## src/ats_query_consts.svh

```systemverilog
// ATS query probe constants: widths, register map, IDs and reset values
`ifndef ATS_QUERY_CONSTS_SVH
`define ATS_QUERY_CONSTS_SVH

// Datapath widths
`define ATS_COUNTER_BITS 40
`define ATS_PASID_BITS   20
`define ATS_LEN_BITS     10
`define ATS_TAG_BITS     8

// Reset and clear values
`define ATS_LEN_RESET    10'd2
`define ATS_CPL_POISON   64'h0000_0000_dead_beef

// Accelerator identification and system information
`define ATS_AFU_ID_L     64'h9f4c_2b71_e05a_83d6
`define ATS_AFU_ID_H     64'h51c8_0e3d_a7b2_46f9
`define ATS_CLK_MHZ      16'd250
`define ATS_BUS_BYTES    16'd64

// Read register indices, taken from address bits 4:1
`define ATS_REG_DFH      4'd0
`define ATS_REG_ID_L     4'd1
`define ATS_REG_ID_H     4'd2
`define ATS_REG_SYSINFO  4'd7
`define ATS_REG_RD_SENT  4'd8
`define ATS_REG_CPL_RCVD 4'd9
`define ATS_REG_LAST_CPL 4'd10
`define ATS_REG_CYCLES   4'd12

// Write register indices, taken from address bits 3:1
`define ATS_WREG_PASID   3'd0
`define ATS_WREG_BASE    3'd1
`define ATS_WREG_LEN     3'd2
`define ATS_WREG_CMD     3'd7

`endif

```

## src/ats_query_pkg.sv

```systemverilog
// Shared types for the ATS query probe: counters, command word, read request
`include "ats_query_consts.svh"

package ats_query_pkg;

    // One statistics counter
    typedef logic [`ATS_COUNTER_BITS-1:0] counter_t;

    // Command register layout, bit 0 is ATS, bit 1 is plain read
    typedef struct packed {
        logic [60:0] rsvd;
        logic        page;
        logic        rd_en;
        logic        ats_en;
    } cmd_t;

    // MMIO write data, raw for config registers or decoded as a command
    typedef union packed {
        logic [63:0] raw;
        cmd_t        cmd;
    } cmd_word_u;

    // Host read request fields
    typedef struct packed {
        logic [63:0]                addr;
        logic                       addr64;
        logic [`ATS_LEN_BITS-1:0]   length;
        logic [`ATS_TAG_BITS-1:0]   tag;
        logic                       ats;
        logic [`ATS_PASID_BITS-1:0] pasid;
    } rd_req_t;

endpackage

```

## src/ats_query_ifs.sv

```systemverilog
// Internal buses carrying read configuration and statistics between blocks
`include "ats_query_consts.svh"

// Configuration written over MMIO, plus the command pulses
interface rd_cfg_if;
    logic [`ATS_PASID_BITS-1:0] pasid;
    logic [63:0]                base_addr;
    logic [`ATS_LEN_BITS-1:0]   length;
    logic                       ats_en;
    logic                       start;
    logic                       stats_clr;

    modport source (
        output pasid, base_addr, length, ats_en, start, stats_clr
    );

    modport sink (
        input pasid, base_addr, length, ats_en, start, stats_clr
    );
endinterface

// Statistics gathered by the request and completion paths
interface stats_if import ats_query_pkg::*; ();
    counter_t    rd_sent;
    counter_t    cycles;
    counter_t    cpl_rcvd;
    logic [63:0] last_cpl;

    modport rd_source (
        output rd_sent, cycles
    );

    modport cpl_source (
        output cpl_rcvd, last_cpl
    );

    modport reader (
        input rd_sent, cycles, cpl_rcvd, last_cpl
    );
endinterface

```

## src/ats_query_top.sv

```systemverilog
// ATS query probe top level connecting MMIO, read request and completion paths
`include "ats_query_consts.svh"

module ats_query_top import ats_query_pkg::*; (
    input  logic                       clk,
    input  logic                       rst_n,

    // MMIO writes, always accepted
    input  logic                       mmio_wr_valid,
    input  logic [4:0]                 mmio_wr_addr,
    input  logic [63:0]                mmio_wr_data,

    // MMIO read requests and completions
    input  logic                       mmio_rd_valid,
    output logic                       mmio_rd_ready,
    input  logic [4:0]                 mmio_rd_addr,
    input  logic [7:0]                 mmio_rd_tag,
    output logic                       cpl_out_valid,
    input  logic                       cpl_out_ready,
    output logic [7:0]                 cpl_out_tag,
    output logic [63:0]                cpl_out_data,

    // Host read requests
    output logic                       rd_req_valid,
    input  logic                       rd_req_ready,
    output logic [63:0]                rd_req_addr,
    output logic                       rd_req_addr64,
    output logic [`ATS_LEN_BITS-1:0]   rd_req_length,
    output logic [`ATS_TAG_BITS-1:0]   rd_req_tag,
    output logic                       rd_req_ats,
    output logic [`ATS_PASID_BITS-1:0] rd_req_pasid,

    // Host completions
    input  logic                       cpl_valid,
    input  logic                       cpl_last,
    input  logic                       cpl_final,
    input  logic [63:0]                cpl_data
);

    rd_cfg_if cfg_bus ();
    stats_if  stats_bus ();
    rd_req_t  req;

    mmio_wr_decode i_wr_decode (
        .clk      (clk),
        .rst_n    (rst_n),
        .wr_valid (mmio_wr_valid),
        .wr_addr  (mmio_wr_addr),
        .wr_data  (mmio_wr_data),
        .cfg      (cfg_bus.source)
    );

    rd_req_gen i_rd_req_gen (
        .clk       (clk),
        .rst_n     (rst_n),
        .cfg       (cfg_bus.sink),
        .stats     (stats_bus.rd_source),
        .cpl_beat  (cpl_valid),
        .req_valid (rd_req_valid),
        .req_ready (rd_req_ready),
        .req       (req)
    );

    cpl_monitor i_cpl_monitor (
        .clk       (clk),
        .rst_n     (rst_n),
        .cpl_valid (cpl_valid),
        .cpl_last  (cpl_last),
        .cpl_final (cpl_final),
        .cpl_data  (cpl_data),
        .cfg       (cfg_bus.sink),
        .stats     (stats_bus.cpl_source)
    );

    mmio_rd_resp i_rd_resp (
        .clk       (clk),
        .rst_n     (rst_n),
        .rd_valid  (mmio_rd_valid),
        .rd_ready  (mmio_rd_ready),
        .rd_addr   (mmio_rd_addr),
        .rd_tag    (mmio_rd_tag),
        .stats     (stats_bus.reader),
        .out_valid (cpl_out_valid),
        .out_ready (cpl_out_ready),
        .out_tag   (cpl_out_tag),
        .out_data  (cpl_out_data)
    );

    // Request fields out to plain ports
    assign rd_req_addr   = req.addr;
    assign rd_req_addr64 = req.addr64;
    assign rd_req_length = req.length;
    assign rd_req_tag    = req.tag;
    assign rd_req_ats    = req.ats;
    assign rd_req_pasid  = req.pasid;

endmodule

```

## src/cpl_monitor.sv

```systemverilog
// Host completion monitor counting final packets and capturing first-beat data
`include "ats_query_consts.svh"

module cpl_monitor (
    input  logic        clk,
    input  logic        rst_n,
    input  logic        cpl_valid,
    input  logic        cpl_last,
    input  logic        cpl_final,
    input  logic [63:0] cpl_data,
    rd_cfg_if.sink      cfg,
    stats_if.cpl_source stats
);

    logic sop;
    logic final_reg;
    logic is_final;

    // Final flag comes from the first beat and is held for the rest
    assign is_final = sop ? cpl_final : final_reg;

    always_ff @(posedge clk)
    begin
        if (!rst_n)
        begin
            sop       <= 1'b1;
            final_reg <= 1'b0;
        end
        else if (cpl_valid)
        begin
            sop <= cpl_last;
            if (sop)
                final_reg <= cpl_final;
        end
    end

    always_ff @(posedge clk)
    begin
        if (!rst_n || cfg.stats_clr)
            stats.cpl_rcvd <= '0;
        else if (cpl_valid && cpl_last && is_final)
            stats.cpl_rcvd <= stats.cpl_rcvd + 1'b1;
    end

    // Low 64 bits of the first beat, enough for a translation response
    always_ff @(posedge clk)
    begin
        if (!rst_n || cfg.stats_clr)
            stats.last_cpl <= `ATS_CPL_POISON;
        else if (cpl_valid && sop)
            stats.last_cpl <= cpl_data;
    end

endmodule

```

## src/mmio_rd_resp.sv

```systemverilog
// MMIO read responder with a two-entry request FIFO and register read mux
`include "ats_query_consts.svh"

module mmio_rd_resp (
    input  logic        clk,
    input  logic        rst_n,
    input  logic        rd_valid,
    output logic        rd_ready,
    input  logic [4:0]  rd_addr,
    input  logic [7:0]  rd_tag,
    stats_if.reader     stats,
    output logic        out_valid,
    input  logic        out_ready,
    output logic [7:0]  out_tag,
    output logic [63:0] out_data
);

    logic [4:0]  fifo_addr [2];
    logic [7:0]  fifo_tag  [2];
    logic        wr_ptr;
    logic        rd_ptr;
    logic [1:0]  fifo_count;
    logic [1:0]  count_next;
    logic        push;
    logic        pop;
    logic [4:0]  head_addr;
    logic [63:0] reg_data;

    // ====================================================================
    // Request FIFO
    // ====================================================================

    assign push       = rd_valid && rd_ready;
    assign pop        = out_valid && out_ready;
    assign out_valid  = (fifo_count != 2'd0);
    assign count_next = fifo_count + 2'(push) - 2'(pop);

    always_ff @(posedge clk)
    begin
        if (push)
        begin
            fifo_addr[wr_ptr] <= rd_addr;
            fifo_tag[wr_ptr]  <= rd_tag;
        end
    end

    // Ready is registered from the next occupancy
    always_ff @(posedge clk)
    begin
        if (!rst_n)
        begin
            wr_ptr     <= 1'b0;
            rd_ptr     <= 1'b0;
            fifo_count <= 2'd0;
            rd_ready   <= 1'b1;
        end
        else
        begin
            wr_ptr     <= wr_ptr ^ push;
            rd_ptr     <= rd_ptr ^ pop;
            fifo_count <= count_next;
            rd_ready   <= (count_next != 2'd2);
        end
    end

    // ====================================================================
    // Register read mux, uses live counter values
    // ====================================================================

    assign head_addr = fifo_addr[rd_ptr];
    assign out_tag   = fifo_tag[rd_ptr];

    always_comb
    begin
        case (head_addr[4:1])
            `ATS_REG_DFH:
            begin
                reg_data = '0;
                // AFU feature type, end of list
                reg_data[63:60] = 4'h1;
                reg_data[40]    = 1'b1;
            end
            `ATS_REG_ID_L:     reg_data = `ATS_AFU_ID_L;
            `ATS_REG_ID_H:     reg_data = `ATS_AFU_ID_H;
            `ATS_REG_SYSINFO:  reg_data = {32'h0, `ATS_CLK_MHZ, `ATS_BUS_BYTES};
            `ATS_REG_RD_SENT:  reg_data = 64'(stats.rd_sent);
            `ATS_REG_CPL_RCVD: reg_data = 64'(stats.cpl_rcvd);
            `ATS_REG_LAST_CPL: reg_data = stats.last_cpl;
            `ATS_REG_CYCLES:   reg_data = 64'(stats.cycles);
            default:           reg_data = '0;
        endcase

        // Odd address asks for the upper dword
        if (head_addr[0])
            reg_data[31:0] = reg_data[63:32];
    end

    assign out_data = reg_data;

    a_no_push_full: assert property (@(posedge clk) disable iff (!rst_n)
        push |-> fifo_count != 2'd2)
        else $error("MMIO read pushed into a full FIFO");

endmodule

```

## src/mmio_wr_decode.sv

```systemverilog
// MMIO write decoder producing read configuration and command pulses
`include "ats_query_consts.svh"

module mmio_wr_decode import ats_query_pkg::*; (
    input  logic       clk,
    input  logic       rst_n,
    input  logic       wr_valid,
    input  logic [4:0] wr_addr,
    input  cmd_word_u  wr_data,
    rd_cfg_if.source   cfg
);

    logic [2:0] wr_idx;
    logic       cmd_hit;

    assign wr_idx  = wr_addr[3:1];
    assign cmd_hit = wr_valid && (wr_idx == `ATS_WREG_CMD);

    // Address and PASID registers
    always_ff @(posedge clk)
    begin
        if (wr_valid && (wr_idx == `ATS_WREG_PASID))
        begin
            cfg.pasid <= wr_data.raw[`ATS_PASID_BITS-1:0];
        end
        if (wr_valid && (wr_idx == `ATS_WREG_BASE))
        begin
            cfg.base_addr <= wr_data.raw;
        end
    end

    // Length, mode and one-cycle command pulses
    always_ff @(posedge clk)
    begin
        if (!rst_n)
        begin
            cfg.length    <= `ATS_LEN_RESET;
            cfg.ats_en    <= 1'b0;
            cfg.start     <= 1'b0;
            cfg.stats_clr <= 1'b0;
        end
        else
        begin
            if (wr_valid && (wr_idx == `ATS_WREG_LEN))
            begin
                cfg.length <= wr_data.raw[`ATS_LEN_BITS-1:0];
            end
            if (cmd_hit)
            begin
                cfg.ats_en <= wr_data.cmd.ats_en;
            end
            // Page bit is ignored here
            cfg.start     <= cmd_hit && (wr_data.cmd.rd_en || wr_data.cmd.ats_en);
            cfg.stats_clr <= cmd_hit;
        end
    end

    // Software spaces command writes, so start stays a single-cycle pulse
    a_start_pulse: assert property (@(posedge clk) disable iff (!rst_n)
        cfg.start |=> !cfg.start)
        else $error("start held high for two cycles");

endmodule

```

## src/rd_req_gen.sv

```systemverilog
// Host read request generator with rolling tag, active tracking and counters
`include "ats_query_consts.svh"

module rd_req_gen import ats_query_pkg::*; (
    input  logic        clk,
    input  logic        rst_n,
    rd_cfg_if.sink      cfg,
    stats_if.rd_source  stats,
    input  logic        cpl_beat,
    output logic        req_valid,
    input  logic        req_ready,
    output rd_req_t     req
);

    logic                     pending;
    logic                     active;
    logic                     launch;
    logic                     accept;
    logic [`ATS_TAG_BITS-1:0] tag;

    // Launch once any previous query has seen its completion
    assign launch = pending && !active && !req_valid;
    assign accept = req_valid && req_ready;

    // ====================================================================
    // Request control
    // ====================================================================

    always_ff @(posedge clk)
    begin
        if (!rst_n)
        begin
            pending   <= 1'b0;
            req_valid <= 1'b0;
            active    <= 1'b0;
            tag       <= '0;
        end
        else
        begin
            if (cfg.start)
                pending <= 1'b1;
            else if (launch)
                pending <= 1'b0;

            if (launch)
                req_valid <= 1'b1;
            else if (accept)
                req_valid <= 1'b0;

            // Any completion beat ends the query
            if (accept)
                active <= 1'b1;
            else if (cpl_beat)
                active <= 1'b0;

            if (accept)
                tag <= tag + 1'b1;
        end
    end

    // Fields are frozen at launch so later MMIO writes cannot disturb them
    always_ff @(posedge clk)
    begin
        if (launch)
        begin
            req.addr   <= {cfg.base_addr[63:12], 12'h000};
            req.addr64 <= |cfg.base_addr[63:32];
            req.length <= cfg.length;
            req.tag    <= tag;
            req.ats    <= cfg.ats_en;
            req.pasid  <= cfg.ats_en ? cfg.pasid : '0;
        end
    end

    // ====================================================================
    // Statistics
    // ====================================================================

    always_ff @(posedge clk)
    begin
        if (!rst_n || cfg.stats_clr)
        begin
            stats.rd_sent <= '0;
            stats.cycles  <= '0;
        end
        else
        begin
            if (accept)
                stats.rd_sent <= stats.rd_sent + 1'b1;
            if (active)
                stats.cycles <= stats.cycles + 1'b1;
        end
    end

    a_req_hold: assert property (@(posedge clk) disable iff (!rst_n)
        req_valid && !req_ready |=> req_valid && $stable(req))
        else $error("read request changed under back-pressure");

endmodule

```

## config.mk

```make
export PLATFORM = sky130hd
export DESIGN_NAME = ats_query_top
export DESIGN_NICKNAME = d
export VERILOG_FILES = /design/src/ats_query_pkg.sv /design/src/ats_query_ifs.sv /design/src/ats_query_top.sv /design/src/cpl_monitor.sv /design/src/mmio_rd_resp.sv /design/src/mmio_wr_decode.sv /design/src/rd_req_gen.sv
export VERILOG_INCLUDE_DIRS = /design/src
export SDC_FILE = /design/constraint.sdc
export NUM_CORES = 1
export LEC_CHECK = 0
export BUFFER_PORTS_ARGS = -buffer_cell sky130_fd_sc_hd__buf_2
export CAP_MARGIN = 20
export CORE_MARGIN = 4
export CORE_UTILIZATION = 59
export CTS_CLUSTER_SIZE = 30
export DETAILED_ROUTE_END_ITERATION = 6
export PLACE_DENSITY = 0.86
export SLEW_MARGIN = 20
export SYNTH_ARGS = -nofsm -noshare
export SYNTH_HDL_FRONTEND = slang
export SYNTH_SLANG_ARGS = --single-unit
```

## constraint.sdc

```tcl
create_clock -name clk -period 25.2 [get_ports clk]
set_clock_uncertainty 0.05 [all_clocks]
set_input_delay 5.04 -clock clk [delete_from_list [all_inputs] [get_ports clk]]
set_output_delay 5.04 -clock clk [all_outputs]
set_load 0.01 [all_outputs]
```

After elaboration in Yosys (flattened, before gate mapping)

Memories as Yosys holds them, arrays and structs flattened. A register that Yosys moved wholly into a read port is not among the register bits.
Cells that the tools add are included.
W data, S select, Z words.

Input bits: 155
Output and inout bits: 179
Word-level logic and storage cells: 85
Flip-flop bits (word level): 391
Memory bits (writable): 26
Memories kept: 2

$add $sub $neg: 6
Bitwise logic cells: 2
Reduce and logical (&&, ||, !) cells: 25
Eq/ne operators: 11
Muxes and demuxes: 13

Memory list:

| memory              | words | bits a word | rd ports | clocked after memory_dff | write ports | RTL line           | source |
|---|---|---|---|---|---|---|---|
| i_rd_resp.fifo_tag  | 2     | 8           | 1        | 1                        | 1           | mmio_rd_resp.sv:19 | `logic [7:0] fifo_tag [2];` |
| i_rd_resp.fifo_addr | 2     | 5           | 1        | 1                        | 1           | mmio_rd_resp.sv:18 | `logic [4:0] fifo_addr [2];` |

Operators with widths:

| operator                | number |
|---|---|
| $pmux W64 S8            | 1 |
| $add A40 B1 Y40 const B | 3 |
| $mux W32                | 1 |
| $reduce_or A32 Y1       | 1 |
| $eq A4 B4 Y1 const B    | 4 |
| $logic_and A1 B1 Y1     | 13 |
| $mux W1                 | 11 |
| $add A8 B1 Y8 const B   | 1 |
| $reduce_bool A2 Y1      | 4 |
| $eq A4 B1 Y1 const B    | 1 |
| $eq A4 B2 Y1 const B    | 1 |
| $eq A4 B3 Y1 const B    | 1 |
| $logic_not A4 Y1        | 1 |
| $eq A3 B1 Y1 const B    | 1 |
| $eq A3 B2 Y1 const B    | 1 |
| $eq A3 B3 Y1 const B    | 1 |
| $logic_not A1 Y1        | 3 |
| $logic_not A3 Y1        | 1 |
| $add A2 B1 Y2           | 1 |
| $logic_or A1 B1 Y1      | 2 |
| $ne A2 B2 Y1 const B    | 1 |
| $sub A2 B1 Y2           | 1 |
| $xor A1 B1 Y1           | 2 |

Depth between registers and ports, before layout

Word-level depth: 5
Gate-level depth with buffers: 9
Mapped depth without buffers: 9

Cells and area by module

Synthesis repeated with hierarchy kept, for this count alone.

Cell total of the unflattened synthesis: 1670
Area total of the unflattened synthesis: 17853.4 um^2

By module, submodules not included:

| module         | area each (um^2) | sequential area each (um^2) | cells each | times used |
|---|---|---|---|---|
| rd_req_gen     | 7403.4           | 4584.4                      | 643        | 1 |
| cpl_monitor    | 4361.7           | 2122.0                      | 544        | 1 |
| mmio_wr_decode | 3049.2           | 2782.7                      | 141        | 1 |
| mmio_rd_resp   | 3039.2           | 900.9                       | 342        | 1 |

Worst setup path before layout

No wires, ideal clock.

Kind: in2reg
Start point: in mmio_wr_addr[3]
End point: reg i_wr_decode.cfg.base_addr[12] (enable)
Setup slack: 14.470 ns
Stages: 1
Path buffers: 0
Arrival time: 10.088 ns
Library setup time: 0.593 ns
Required time: 24.557 ns
Cell sequence: nor4bb_1

Longest elaborated chain between the ends: 2

Ends and longest elaborated chain:

| what                   | RTL line             | source |
|---|---|---|
| from (decl)            | ats_query_top.sv:10  | `input logic [4:0] mmio_wr_addr,` |
| $eq A3 B1 Y1 (no line) | n/a                  |  |
| $logic_and A1 B1 Y1    | mmio_wr_decode.sv:26 | `` if (wr_valid && (wr_idx == `ATS_WREG_BASE)) `` |
| to (signal assigned)   | mmio_wr_decode.sv:28 | `cfg.base_addr <= wr_data.raw;` |
| to (decl)              | ats_query_ifs.sv:14  | `output pasid, base_addr, length, ats_en, start, stats_clr` |

No other way between the ends.
A chain may end at the register's enable or synchronous reset.

==> impl_metrics.toml <==
[run_status]
status = "finished with violations"
violations = "DRC"

[clock_network]
cts-buffers-inserted = 41
postCtsSetupBuffers = 0
cts.reportedPaths.clkPinSlew_ns = 0.06
cts_hold_buf = 0
clkLatencyLatePin_ns = 0.54
postCtsResizedCells = 0
cts_root_buffer = "clkbuf_16"
tritoncts = "done"
clock_path_buffers = 3
clock_sinks = 406
htree_levels = 2

[floorplan]
dieArea_um2 = 31020
core_area_um2 = 27860
initial_core_util_pct = 59.86
die_y_um = 176.1
die_w_um = 176.1
num_rows = 61
io_pins = 334

[global_routing]
track_usage_pct = 29.39
grt_pass1_wl_mm = 71.75
grt_max_degree = 94
grt_pass1_vias = 12900
grt-ovfl-total = 0
grt_antenna_before_repair = 3

[logic_synthesis]
synth_edf_count = 190
syn_area_per_cell_um2 = 10.59
synth_top_family_by_area = "simple AND/OR/NAND/NOR gates"
async_flop_share_pct = 0
yosys.area_share.adder_pct = 0.6002
ys_types = 61
yosys_warnings = 0
synthSimpleGateAreaFrac_pct = 18.92
muxShareOfSynthArea_pct = 1.463
synthCells = 1575
synth-seq-cells = 406
syn-cell-area_um2 = 16680
synth-xor-area-share_pct = 4.097
synth_compound_area_share_pct = 11.76
ys.flop_type = "dfxtp_1"
seq_area_frac_synth_pct = 60.14

[drt]
drt_iter0_drc = 1706
drt_pass1_iterations = 7
wl_mm = 46.83
drc = 5
ant_nets = 0
avgViaCountPerCell = 6.033
wl_per_cell_um = 20.55
num_vias = 13750

[sta]
fin_crit_ns = 9.416
tightest_slew_ns = 1.144
rsz0062_at_grt = "no"
hold_ws_ns = 0.3620
clock.fmax_mhz = 106.2
final_max_slew_viol_count = 0
tns_ns = 0
max_slew_margin_pct = 23.41
hold_violations = 0
period_share_pct = 37.37
setup_viol = 0

[placed_design]
gp_congestion = 0.9402
hpwl_mm = 33.11
port_buffers = 319

[layout]
largest-register = "i_rd_req_gen.req"
final_nets = 2032
reg_top3 = "i_rd_req_gen.req x92, i_cpl_monitor.stats.last_cpl x64, i_wr_decode.cfg.base_addr x52"
area_delta_synth_final_pct = 19.53
final_cell_mix = "buf_2, nand2_1, dfxtp_1"
final_common_cell = "buf_2"
largest_reg_flops = 92
filler_cell_count = 1970
drive_gt1_share_pct = 22.89

[hold_path]
min_path_type = "reg2reg"

[critical_path]
crit_path_max_fanout = 33
critPathLaunchType = "flop"
critPathKind = "reg2out"
cp_data_arrival_time_ns = 4.33
crit_required_ns = 20.11
timing.reg2reg.setup_slack_ns = 22.43
crit_path_end_kind = "primary output"

[pwr]
cellPowerDensity_nw_per_um2 = 79.53
ir_worst_vdd_mv = 0.05341
leakage_nw = 7.573

[flow_run]
cap_violations = 0
-- synth_stat cells, types with 3 or more instances --
master	count	share of area (%)
a21o_1	15	0.68
a21oi_1	117	3.5
a221o_1	4	0.24
a221oi_1	8	0.42
a222oi_1	12	0.72
a22o_1	40	2.1
a22oi_1	9	0.41
and2_1	39	1.5
and3_1	11	0.41
and4_1	10	0.53
buf_1	11	0.25
buf_2	5	0.15
buf_4	12	0.54
clkbuf_1	69	1.6
dfxtp_1	216	26
edfxtp_1	190	34
ha_1	8	0.60
inv_1	18	0.41
mux2_2	11	0.74
mux2i_1	12	0.72
nand2_1	243	5.5
nand2b_1	4	0.15
nand3_1	65	2.0
nand3b_1	6	0.27
nand4_1	40	1.5
nor2_1	99	2.2
nor3_1	25	0.75
nor4_1	16	0.60
nor4_2	3	0.23
o211ai_1	4	0.18
o21ai_0	54	1.6
o2bb2ai_1	17	0.89
o31ai_1	6	0.27
or2_2	4	0.15
or3_1	47	1.8
or4_1	14	0.63
xnor2_1	31	1.6
xor2_1	47	2.5
-- layout make-up --
type / instances / area (µm²) / area share (%)
well taps: 378 / 473.0 / 2.373
flip-flops and latches: 406 / 10030 / 50.32
clock buffers: 57 / 1146 / 5.750
inverters: 19 / 71.32 / 0.3578
diodes: 1 / 2.502 / 0.01255
clock inverters: 17 / 192.7 / 0.9667
repair buffers: 338 / 1739 / 8.725
multi-input cells: 1063 / 6279 / 31.50
-- metrics by stage --
step | setup WS [ns] | std cells | utilization, % | area (µm²) | total power [W]
global route | 15.56 | 2279 | 71.55 | 19930 | 0.001639
detailed placement | 16.41 | 2204 | 66.74 | 18590 | 0.0009929
floorplan | 14.47 | 1586 | - | 16720 | 0.0008851
finish | 15.78 | 2279 | 71.55 | 19930 | 0.001585
global placement | 16.46 | 2204 | 66.71 | 18580 | 0.0009879
CTS | 15.82 | 2278 | 71.54 | 19930 | 0.001585
-- worst paths after layout --
| path | start | endpoint | cells after the start |
|---|---|---|---|
| min | i_wr_decode.cfg.base_addr[12] | i_rd_req_gen.req[52] | 0 |
| max | flop | cpl_out_data[8] | 7 |
| min reg2reg | i_wr_decode.cfg.base_addr[12] | i_rd_req_gen.req[52] | 0 |
| max reg2reg | i_rd_req_gen.stats.rd_sent[1] | i_rd_req_gen.stats.rd_sent[34] | 6 |
-- layer usage --
| layer | vias to the layer above | wire [µm] | GRT usage [%] | share of wire [%] |
|---|---|---|---|---|
| met3 | 136 | 5095 | 5.375 | 11 |
| met1 | 6509 | 17510 | 38.65 | 37 |
| met5 | - | 27 | 0 | 0.058 |
| met4 | 4 | 2157 | 12.54 | 4.6 |
| li1 | 6287 | - | - | - |
| met2 | 814 | 22040 | 48.23 | 47 |
-- critical path, stage by stage, from the launching register on --
cell and delay [ns]:
dfxtp_1 0.99, mux2i_2 0.98, a211oi_4 0.28, buf_4 0.37, a222oi_1 0.47, nand3b_1 0.29, a22o_1 0.25, buf_2 0.14
-- cells by family (layout without fill, tap and decap cells) --
family,count (synthesis),count (layout)
buf+inv,117,431
xor+xnor,78,78
fa+ha+maj,8,8
compound gates,301,301
flops,406,406
simple gates,641,641
other cells,1,13
mux,23,23
-- power by group --
| group | internal, W | switching (W) |
|---|---|---|
| Clock | 0.000351 | 0.000247 |
| Combinational | 0.0000864 | 0.000170 |
| Sequential | 0.000713 | 0.0000180 |
| Total | 0.00115 | 0.000435 |
(Power assumes the default switching activity.)
